**src/include/wb_bus_macros.svh**
```systemverilog
`ifndef WB_BUS_MACROS_SVH
`define WB_BUS_MACROS_SVH

//--------------------------------------------------------------------------
// Bus geometry
//--------------------------------------------------------------------------
`define WB_ADR_W     7   // Master address width
`define WB_DAT_W     8   // Data byte width

// Slot decode takes the address MSBs
`define WB_DEC_BITS  3   // 8 slots, 4 of them mapped

//--------------------------------------------------------------------------
// Register units
//--------------------------------------------------------------------------
`define WB_NUM_UNITS 4   // Mapped at slots 0..3
`define WB_UNIT_REGS 4   // Last one is the status register

`endif

```
**src/rtl/wb_bus_pkg.sv**
```systemverilog
`default_nettype none

`include "wb_bus_macros.svh"

package wb_bus_pkg;

   //-----------------------------------------------------------------------
   // Vector types
   //-----------------------------------------------------------------------
   typedef logic [`WB_ADR_W-1:0]                 wb_adr_t;   // Master address
   typedef logic [`WB_DAT_W-1:0]                 wb_dat_t;   // Data byte
   typedef logic [`WB_DEC_BITS-1:0]              slot_t;     // Decoded slot
   typedef logic [$clog2(`WB_UNIT_REGS)-1:0]     reg_adr_t;  // Register in a unit

   //-----------------------------------------------------------------------
   // Decoder to unit request, shared by all units
   //-----------------------------------------------------------------------
   typedef struct packed {
      logic     we;       // Write when set
      reg_adr_t reg_adr;  // Register index
      wb_dat_t  dat;      // Write data
   } unit_req_t;

   // Unit response, one per unit
   typedef struct packed {
      logic    ack;  // Normal completion
      logic    err;  // Rejected access
      wb_dat_t dat;  // Read data
   } unit_rsp_t;

   //-----------------------------------------------------------------------
   // Decoder FSM
   //-----------------------------------------------------------------------
   typedef enum logic [1:0] {
      IDLE,   // Waiting for a request
      ISSUE,  // Strobe out to the unit
      WAIT    // Waiting for the router's reply
   } dec_state_t;

endpackage

`default_nettype wire

```
**src/rtl/wb_addr_decoder.sv**
```systemverilog
`default_nettype none

`include "wb_bus_macros.svh"

module wb_addr_decoder
   import wb_bus_pkg::*;
(
   input  wire                     bus_clk_i,
   input  wire                     rst_n_i,
   // Master request
   input  wire                     cyc_i,
   input  wire                     stb_i,
   input  wire                     we_i,
   input  wb_adr_t                 adr_i,
   input  wb_dat_t                 dat_i,
   // Router handshake
   input  wire                     done_i,      // Reply went to the master
   // Unit side
   output unit_req_t               unit_req_o,
   output logic [`WB_NUM_UNITS-1:0] unit_stb_o,
   output logic                    issue_o,     // One pulse per request
   output slot_t                   sel_slot_o   // Held until the next request
);

   dec_state_t state;
   unit_req_t  req_r;     // Captured request
   slot_t      slot_r;    // Captured slot
   logic       req_valid;

   assign req_valid = cyc_i && stb_i;  // Single master, cyc only qualifies

   //-----------------------------------------------------------------------
   // FSM
   //-----------------------------------------------------------------------
   always_ff @(posedge bus_clk_i) begin
      if (!rst_n_i) begin
         state <= IDLE;
      end else begin
         unique case (state)
            IDLE:    if (req_valid) state <= ISSUE;
            ISSUE:   state <= WAIT;               // Strobe lasts one cycle
            WAIT:    if (done_i) state <= IDLE;   // stb_i ignored until here
            default: state <= IDLE;
         endcase
      end
   end

   // Capture request fields on acceptance
   always_ff @(posedge bus_clk_i) begin
      if (state == IDLE && req_valid) begin
         req_r.we      <= we_i;
         req_r.reg_adr <= adr_i[$bits(reg_adr_t)-1:0];    // Register in unit
         req_r.dat     <= dat_i;
         slot_r        <= adr_i[`WB_ADR_W-1 -: `WB_DEC_BITS]; // Top bits
      end
   end

   //-----------------------------------------------------------------------
   // Strobe to the addressed unit, none for slots 4..7
   //-----------------------------------------------------------------------
   always_comb begin
      unit_stb_o = '0;
      for (int i = 0; i < `WB_NUM_UNITS; i++) begin
         if (state == ISSUE && slot_r == slot_t'(i))
            unit_stb_o[i] = 1'b1;
      end
   end

   assign issue_o    = (state == ISSUE);  // Router tracks unmapped slots from this
   assign unit_req_o = req_r;             // Broadcast to every unit
   assign sel_slot_o = slot_r;

endmodule

`default_nettype wire

```
**src/rtl/wb_reg_unit.sv**
```systemverilog
`default_nettype none

`include "wb_bus_macros.svh"

module wb_reg_unit
   import wb_bus_pkg::*;
#(
   parameter int UNIT_IDX = 0  // Reported in the status upper nibble
) (
   input  wire       bus_clk_i,
   input  wire       rst_n_i,
   input  wire       stb_i,    // One-cycle strobe from the decoder
   input  unit_req_t req_i,
   output unit_rsp_t rsp_o     // Valid the cycle after the strobe
);

   localparam int       NIB_W    = `WB_DAT_W / 2;
   localparam int       NUM_RW   = `WB_UNIT_REGS - 1;          // R/W registers
   localparam reg_adr_t STAT_REG = reg_adr_t'(`WB_UNIT_REGS - 1);
   localparam logic [NIB_W-1:0] IDX_NIB = NIB_W'(UNIT_IDX);

   wb_dat_t          rw_regs [NUM_RW];
   logic [NIB_W-1:0] wr_cnt;       // Accepted writes, mod 16
   logic             ack_r;
   logic             err_r;
   wb_dat_t          dat_r;
   wb_dat_t          rd_dat;
   logic             is_stat;

   assign is_stat = (req_i.reg_adr == STAT_REG);

   // Read mux
   always_comb begin
      if (is_stat)
         rd_dat = {IDX_NIB, wr_cnt};     // Index | write count
      else
         rd_dat = rw_regs[req_i.reg_adr];
   end

   //-----------------------------------------------------------------------
   // Registers, counter and response flags
   //-----------------------------------------------------------------------
   always_ff @(posedge bus_clk_i) begin
      if (!rst_n_i) begin
         ack_r  <= 1'b0;
         err_r  <= 1'b0;
         wr_cnt <= '0;
         for (int i = 0; i < NUM_RW; i++)
            rw_regs[i] <= '0;              // Registers 0..2 start at zero
      end else begin
         ack_r <= 1'b0;                    // Pulses only
         err_r <= 1'b0;
         if (stb_i) begin
            if (req_i.we && is_stat) begin
               err_r <= 1'b1;              // Status is read-only
            end else begin
               ack_r <= 1'b1;
               if (req_i.we) begin
                  rw_regs[req_i.reg_adr] <= req_i.dat;
                  wr_cnt                 <= wr_cnt + 1'b1;  // Wraps at 16
               end
            end
         end
      end
   end

   // Read data, value before any write in the same access
   always_ff @(posedge bus_clk_i) begin
      if (stb_i) dat_r <= rd_dat;
   end

   always_comb begin
      rsp_o.ack = ack_r;
      rsp_o.err = err_r;
      rsp_o.dat = dat_r;
   end

endmodule

`default_nettype wire

```
**src/rtl/wb_resp_router.sv**
```systemverilog
`default_nettype none

`include "wb_bus_macros.svh"

module wb_resp_router
   import wb_bus_pkg::*;
(
   input  wire                           bus_clk_i,
   input  wire                           rst_n_i,
   input  unit_rsp_t [`WB_NUM_UNITS-1:0] unit_rsp_i,  // One per unit
   input  wire                           issue_i,     // Decoder strobe cycle
   input  slot_t                         sel_slot_i,  // Slot in flight
   // Master reply
   output logic                          ack_o,
   output logic                          err_o,
   output wb_dat_t                       dat_o,
   output logic                          done_o       // Frees the decoder
);

   unit_rsp_t rsp_sel;    // Response of the selected unit
   logic      mapped;
   logic      unmap_err;  // Unmapped issue, delayed one cycle
   logic      ack_r;
   logic      err_r;
   wb_dat_t   dat_r;

   assign mapped = (sel_slot_i < slot_t'(`WB_NUM_UNITS));

   //-----------------------------------------------------------------------
   // Response mux
   //-----------------------------------------------------------------------
   always_comb begin
      rsp_sel = '0;                        // Unmapped slot selects nothing
      for (int i = 0; i < `WB_NUM_UNITS; i++) begin
         if (sel_slot_i == slot_t'(i))
            rsp_sel = unit_rsp_i[i];
      end
   end

   // Unmapped err takes the same path length as a unit reply
   always_ff @(posedge bus_clk_i) begin
      if (!rst_n_i) unmap_err <= 1'b0;
      else          unmap_err <= issue_i && !mapped;
   end

   //-----------------------------------------------------------------------
   // Registered reply to the master
   //-----------------------------------------------------------------------
   always_ff @(posedge bus_clk_i) begin
      if (!rst_n_i) begin
         ack_r <= 1'b0;
         err_r <= 1'b0;
      end else begin
         ack_r <= rsp_sel.ack;
         err_r <= rsp_sel.err || unmap_err;
      end
   end

   // Data holds between acks
   always_ff @(posedge bus_clk_i) begin
      if (rsp_sel.ack) dat_r <= rsp_sel.dat;
   end

   assign ack_o  = ack_r;
   assign err_o  = err_r;
   assign dat_o  = dat_r;
   assign done_o = ack_r || err_r;  // Same cycle as the reply

endmodule

`default_nettype wire

```
**src/rtl/wb_subsys_top.sv**
```systemverilog
`default_nettype none

`include "wb_bus_macros.svh"

module wb_subsys_top
   import wb_bus_pkg::*;
(
   input  wire     bus_clk_i,
   input  wire     rst_n_i,
   // Master port, classic Wishbone
   input  wire     cyc_i,
   input  wire     stb_i,
   input  wire     we_i,
   input  wb_adr_t adr_i,
   input  wb_dat_t dat_i,
   output logic    ack_o,
   output logic    err_o,
   output wb_dat_t dat_o
);

   unit_req_t                     unit_req;
   logic [`WB_NUM_UNITS-1:0]      unit_stb;
   unit_rsp_t [`WB_NUM_UNITS-1:0] unit_rsp;
   logic                          issue;
   slot_t                         sel_slot;
   logic                          done;

   //-----------------------------------------------------------------------
   // Request path
   //-----------------------------------------------------------------------
   wb_addr_decoder i_decoder (
      .bus_clk_i  (bus_clk_i),
      .rst_n_i    (rst_n_i),
      .cyc_i      (cyc_i),
      .stb_i      (stb_i),
      .we_i       (we_i),
      .adr_i      (adr_i),
      .dat_i      (dat_i),
      .done_i     (done),
      .unit_req_o (unit_req),
      .unit_stb_o (unit_stb),
      .issue_o    (issue),
      .sel_slot_o (sel_slot)
   );

   // Units at slots 0..3
   for (genvar g = 0; g < `WB_NUM_UNITS; g++) begin : g_unit
      wb_reg_unit #(
         .UNIT_IDX (g)
      ) i_unit (
         .bus_clk_i (bus_clk_i),
         .rst_n_i   (rst_n_i),
         .stb_i     (unit_stb[g]),
         .req_i     (unit_req),
         .rsp_o     (unit_rsp[g])
      );
   end

   //-----------------------------------------------------------------------
   // Response path
   //-----------------------------------------------------------------------
   wb_resp_router i_router (
      .bus_clk_i  (bus_clk_i),
      .rst_n_i    (rst_n_i),
      .unit_rsp_i (unit_rsp),
      .issue_i    (issue),
      .sel_slot_i (sel_slot),
      .ack_o      (ack_o),
      .err_o      (err_o),
      .dat_o      (dat_o),
      .done_o     (done)
   );

endmodule

`default_nettype wire

```
**config.mk**
```make
export PLATFORM = sky130hd
export DESIGN_NAME = wb_subsys_top
export DESIGN_NICKNAME = d
export VERILOG_FILES = /design/src/rtl/wb_bus_pkg.sv /design/src/rtl/wb_addr_decoder.sv /design/src/rtl/wb_reg_unit.sv /design/src/rtl/wb_resp_router.sv /design/src/rtl/wb_subsys_top.sv
export VERILOG_INCLUDE_DIRS = /design/src /design/src/include
export SDC_FILE = /design/constraint.sdc
export NUM_CORES = 1
export LEC_CHECK = 0
export ABC_CLOCK_PERIOD_IN_PS = 7100
export BUFFER_PORTS_ARGS = -buffer_cell sky130_fd_sc_hd__buf_2
export CAP_MARGIN = 20
export CORE_UTILIZATION = 34
export CTS_CLUSTER_SIZE = 20
export DETAILED_ROUTE_END_ITERATION = 8
export PLACE_DENSITY = 0.52
export SLEW_MARGIN = 20
export SYNTH_ARGS = -nofsm -noshare
export SYNTH_HDL_FRONTEND = slang
export SYNTH_SLANG_ARGS = --single-unit
```
**constraint.sdc**
```tcl
create_clock -name bus_clk_i -period 7.1 [get_ports bus_clk_i]
set_clock_uncertainty 0.1 [all_clocks]
set_input_delay 0.355 -clock bus_clk_i [delete_from_list [all_inputs] [get_ports bus_clk_i]]
set_output_delay 0.355 -clock bus_clk_i [all_outputs]
set_load 0.05 [all_outputs]
```
* Yosys cells after proc, flatten, opt, wreduce, memory -nomap -nowiden
Memory sizes are Yosys's and may differ from the RTL's. A register that Yosys moved wholly into a read port is not among the register bits. Cells that the tools add are included.
Word-level totals: register bits 83, latch bits 0, RAM bits 96, ROM bits 0, input bits 20, output and inout port bits 10, memories kept 4
Operators by class: $add $sub $neg 4, $mul 0, divide/modulo/power cells 0, order comparisons 1, eq/ne operators 8, shift operators 0, muxes and demuxes 48, bitwise gates (word level) 1, reduce and logical (&&, ||, !) cells 26
Memory list:
- g_unit[0].i_unit.rw_regs | depth 3, width 8, rd ports 1, clocked after memory_dff 1, wr ports 3, line wb_reg_unit.sv:22 | wb_dat_t rw_regs [NUM_RW];
- g_unit[1].i_unit.rw_regs | depth 3, width 8, rd ports 1, clocked after memory_dff 1, wr ports 3, line wb_reg_unit.sv:22
- g_unit[2].i_unit.rw_regs | depth 3, width 8, rd ports 1, clocked after memory_dff 1, wr ports 3, line wb_reg_unit.sv:22
- g_unit[3].i_unit.rw_regs | depth 3, width 8, rd ports 1, clocked after memory_dff 1, wr ports 3, line wb_reg_unit.sv:22
Operators by type and width (count):
- 2-to-1 mux 10 bit | 4
- 2-to-1 mux 8 bit | 4
- OR reduction 8 bit | 4
- 2-to-1 mux 1 bit | 25
- 2-to-1 mux 2 bit | 10
- adder 4 x 1 -> 4 bit, second input constant | 4
- 2-to-1 mux 4 bit | 4
- AND reduction 3 bit | 4
- AND reduction 2 bit | 5
- logical AND 1 bit | 8
- equality test 3 x 2 -> 1 bit, second input constant | 2
- one-hot mux 2 bit (3 select lines) | 1
- equality test 2 bit, second input constant | 2
- equality test 3 x 1 -> 1 bit, second input constant | 1
- zero test 3 bit | 1
- less-than comparator 3 bit, second input constant | 1
- equality test 2 x 1 -> 1 bit, second input constant | 1
- zero test 2 bit | 1
- logical OR 1 bit | 2
- inequality test 2 x 1 -> 1 bit, second input constant | 1
- inequality test 2 bit, second input constant | 1
- zero test 1 bit | 1
- NOT 1 bit | 1

* Logic depth before layout (Yosys ltp)
word-level depth 8, depth in mapped cells 6, gate-level depth less buffers 3

* By module
From an unflattened synthesis, not the netlist that was laid out.
Unflattened totals: cells, all modules 519, area, all modules 7703.6 um^2
Modules (own cells, without submodules):
- wb_reg_unit at g_unit[1].i_unit ... | instances 2, cells each 113, area each 1627.8 um^2, seq. area each 1081.0 um^2
- wb_reg_unit at g_unit[3].i_unit | instances 1, cells each 114, area each 1631.6 um^2, seq. area each 1081.0 um^2
- wb_reg_unit at g_unit[0].i_unit | instances 1, cells each 112, area each 1621.6 um^2, seq. area each 1081.0 um^2
- wb_resp_router | instances 1, cells each 41, area each 656.9 um^2, seq. area each 300.3 um^2
- wb_addr_decoder | instances 1, cells each 26, area each 538.0 um^2, seq. area each 460.4 um^2

* Least setup slack after synthesis
OpenSTA, ideal clock, no wires.
path type register -> register, start point reg i_decoder.slot_r[2] (netlist: i_decoder.sel_slot_o[2]), end point mem g_unit[0].i_unit.rw_regs[2][0] (netlist bit), enable pin, arrival 1.822 ns, slack 4.794 ns, stages on the path, launching flop included 5, buffers on the path 1, clock period less this slack 2.306 ns, cell sequence edfxtp_1 nand4bb_1 buf_2 or3_1 o21ai_0
RTL lines:
- start, declared | line wb_addr_decoder.sv:27 | slot_t slot_r;
- start signal, assigned | line wb_addr_decoder.sv:54 | slot_r <= adr_i[`WB_ADR_W-1 -: `WB_DEC_BITS];
- end, declared | line wb_reg_unit.sv:22

==> flow_summary.ini <==
[critical_path]
worst-endpoint-arrival_ns = 3.17
crit_slowest_cell = nor4b_2
crit_path_start_kind = flop
cp.required_ns = 7.16
crit_chain = buf_4 > nor4b_2 > nand3_1 > nand2_1
end_kind = flop
cp_top_family = simple AND/OR/NAND/NOR gates
worstSetupPathType = reg2reg
critical_path_peak_fanout = 23
crit_buf_inv = 1
cpPeakStageDelay_ns = 0.94

[synthesis]
yosysTopAreaCell = edfxtp_1
syn-cell-area_mm2 = 0.00893
ys_seq_area_frac = 0.681
synthTopCellsByArea = edfxtp_1 (61%), mux4_2 (11%), dfxtp_1 (6.9%), and2_1 (4.9%), nand2_1 (3.2%)
synth_top_area_frac = 0.612
ys_types = 40
ys_ff_latch = 213
syn_inst = 605
synthTopCellsByCount = edfxtp_1 (182), nand2_1 (76), and2_1 (70), nor2_1 (59), mux4_2 (42)
ys_warn_count = 0
syn_area_per_cell_um2 = 14.8
yosysMostFrequentCell = edfxtp_1
synth_edf_count = 182
synth-async-reset-ratio = 0
synthFlopType = edfxtp_1

[drt]
wl_per_cell_um = 19.3
detail-route-antenna-nets = 0
route.detailed.drc = 0
viasPerCell = 4.95
drtIter0Drc = 424
vias = 5093
drt_wl_total_um = 19800
drt_pass1_iterations = 5

[floorplanning]
core.rowCount = 58
core_area_mm2 = 0.0255
start_util = 0.351
pin_count = 30
dieArea_mm2 = 0.0269
fp.dieH_um = 164
die_x_um = 164

[global_route]
overflow = 0
antenna_found_initial = 0
grtUsageTotal = 0.153
grt_pass1_wl_um = 30100
grt_max_degree = 43
grt_pass1_vias = 5184

[worst_hold_path]
hp-class = in2reg

[clocking]
cts_buffer_depth = 3
cts_tree = done
ctsResizeCount = 0
numCtsBuffers = 25
htreeDepth = 1
root_buffer = clkbuf_16
cts.sinks = 213
clkTransAtPathRegs_ns = 0.05
clk_latency_ns = 0.52

[sta]
setup_slack_ns = 3.99
tns_ns = 0
fin_crit_sh = 0.438
tightest_slew_ns = 1.08
setup_viol = 0
rsz0062_at_grt = no
finalHoldViolCount = 0
maxSlewViolCount = 0
max_freq_mhz = 322
period_minus_slack_ns = 3.11
slew_headroom = 0.280

[placed_design]
gp_congestion = 0.774
port_buffers = 27
dp_hpwl_um = 13000
pre_cts_ws_ns = 3.84

[final_layout]
nets = 704
area_delta_synth_final_pct = 17.3
drive_above_1_share = 0.183
n_antenna_cell = 0

[run]
drv_cap = 0

[power]
power.density_mw_per_mm2 = 268
ir_worst_vdd_v = 0.000157
p_leak_nw = 3.77

[run_status]
outcome = complete, no violations
-- cell usage in the layout, fill, tap and decap left out, types with 3 or more instances in the layout --
cell             n
clkbuf_1         9
bufinv_16        3
nand4_1          8
o31ai_1          8
edfxtp_1       182
nand2b_1        11
mux4_2          42
mux2i_1          8
buf_4           10
ha_1             4
nor4b_2          3
buf_2           27
nand2_1         76
dfxtp_1         30
and3_1           3
nor4b_1          4
or2_2            4
conb_1          32
nor4_1           6
and2_1          70
o21ai_0          3
dlygate4sd3_1   14
nor2_1          59
a21oi_1          9
inv_1            5
nand3_1         11
clkinv_1         5
or4_1            4
clkbuf_16       25
-- final cells by class --
type	instances	area (um^2)
fillers	2358	15000
flip-flops and latches	213	6090
multi-input cells	384	2810
clock buffers	34	659
well taps	330	413
repair buffers	51	350
clock inverters	12	136
inverters	5	18.8
-- where the power goes --
| part | total, W | switching, W | leakage (nW) | internal, W |
|---|---|---|---|---|
| Combinational | 0.000150 | 0.0000863 | 1.34 | 0.0000633 |
| Clock | 0.00125 | 0.000488 | 0.386 | 0.000759 |
| Sequential | 0.00142 | 0.0000207 | 2.05 | 0.00140 |
| Total | 0.00281 | 0.000596 | 3.77 | 0.00222 |
-- worst min-delay path: stages --
cell and delay, ns:
buf_2 0.09, nand2_1 0.09, nor4_1 0.06
-- routing by layer --
layer / vias up / wire length (um) / global-route usage
met4: 0 / 470 / 0.0480
met1: 2566 / 9240 / 0.213
li1: 2374 / - / -
met2: 124 / 9230 / 0.244
met3: 29 / 885 / 0.0265
met5: - / 0 / 0
-- kinds of logic after synthesis --
logic type / Yosys count / share of synthesized area
other cells: 1 / 0.000420
simple gates: 274 / 0.161
compound gates: 22 / 0.0154
buf+inv: 39 / 0.0190
fa+ha+maj: 4 / 0.00560
flops: 213 / 0.681
mux: 52 / 0.117
-- flip-flops by register name, indices dropped and copies added (netlist names), named ones only --
name / flops
i_router.err_o: 1
i_router.unmap_err: 1
g_unit.i_unit.err_r: 4
g_unit.i_unit.ack_r: 4
i_decoder.sel_slot_o: 3
i_router.dat_o: 8
g_unit.i_unit.rw_regs: 128
g_unit.i_unit.wr_cnt: 16
g_unit.i_unit.dat_r: 32
i_decoder.unit_req_o: 11
i_decoder.state: 2
i_router.ack_o: 1
-- path summary, 6_finish.rpt --
kind                                                         from  slack, ns                                           end  depth (start not counted)
worst max register to register  i_decoder.sel_slot_o[1]$_DFFE_PN_       3.99  g_unit[1].i_unit.rw_regs[1][5]$_SDFFCE_PN0P_                          4
worst min register to register      i_router.unmap_err$_SDFF_PN0_       0.34                     i_router.err_o$_SDFF_PN0_                          2
worst min-delay path                                        stb_i       0.04               i_decoder.state[0]$_SDFFE_PN0P_                          3
worst max-delay path            i_decoder.sel_slot_o[1]$_DFFE_PN_       3.99  g_unit[1].i_unit.rw_regs[1][5]$_SDFFCE_PN0P_                          4
-- what timing repair did --
item / 4_1_cts / 5_1_grt
hold buffers: 14 / 0
endpoints found under the hold margin: 16 / 0
buffers inserted: 0 / 0
-- metrics by stage --
step	util	instance area (um^2)	hold slack (ns)	std cells	power, W
floorplan	-	9050	0.313	636	0.00153
global placement	0.374	9530	0.334	969	0.00158
detailed placement	0.374	9540	0.340	969	0.00159
CTS	0.411	10500	0.0230	1029	0.00285
global route	0.411	10500	0.0477	1029	0.00290
finish	0.411	10500	0.0398	1029	0.00281
No activity file was read; power rests on OpenSTA's default activity.
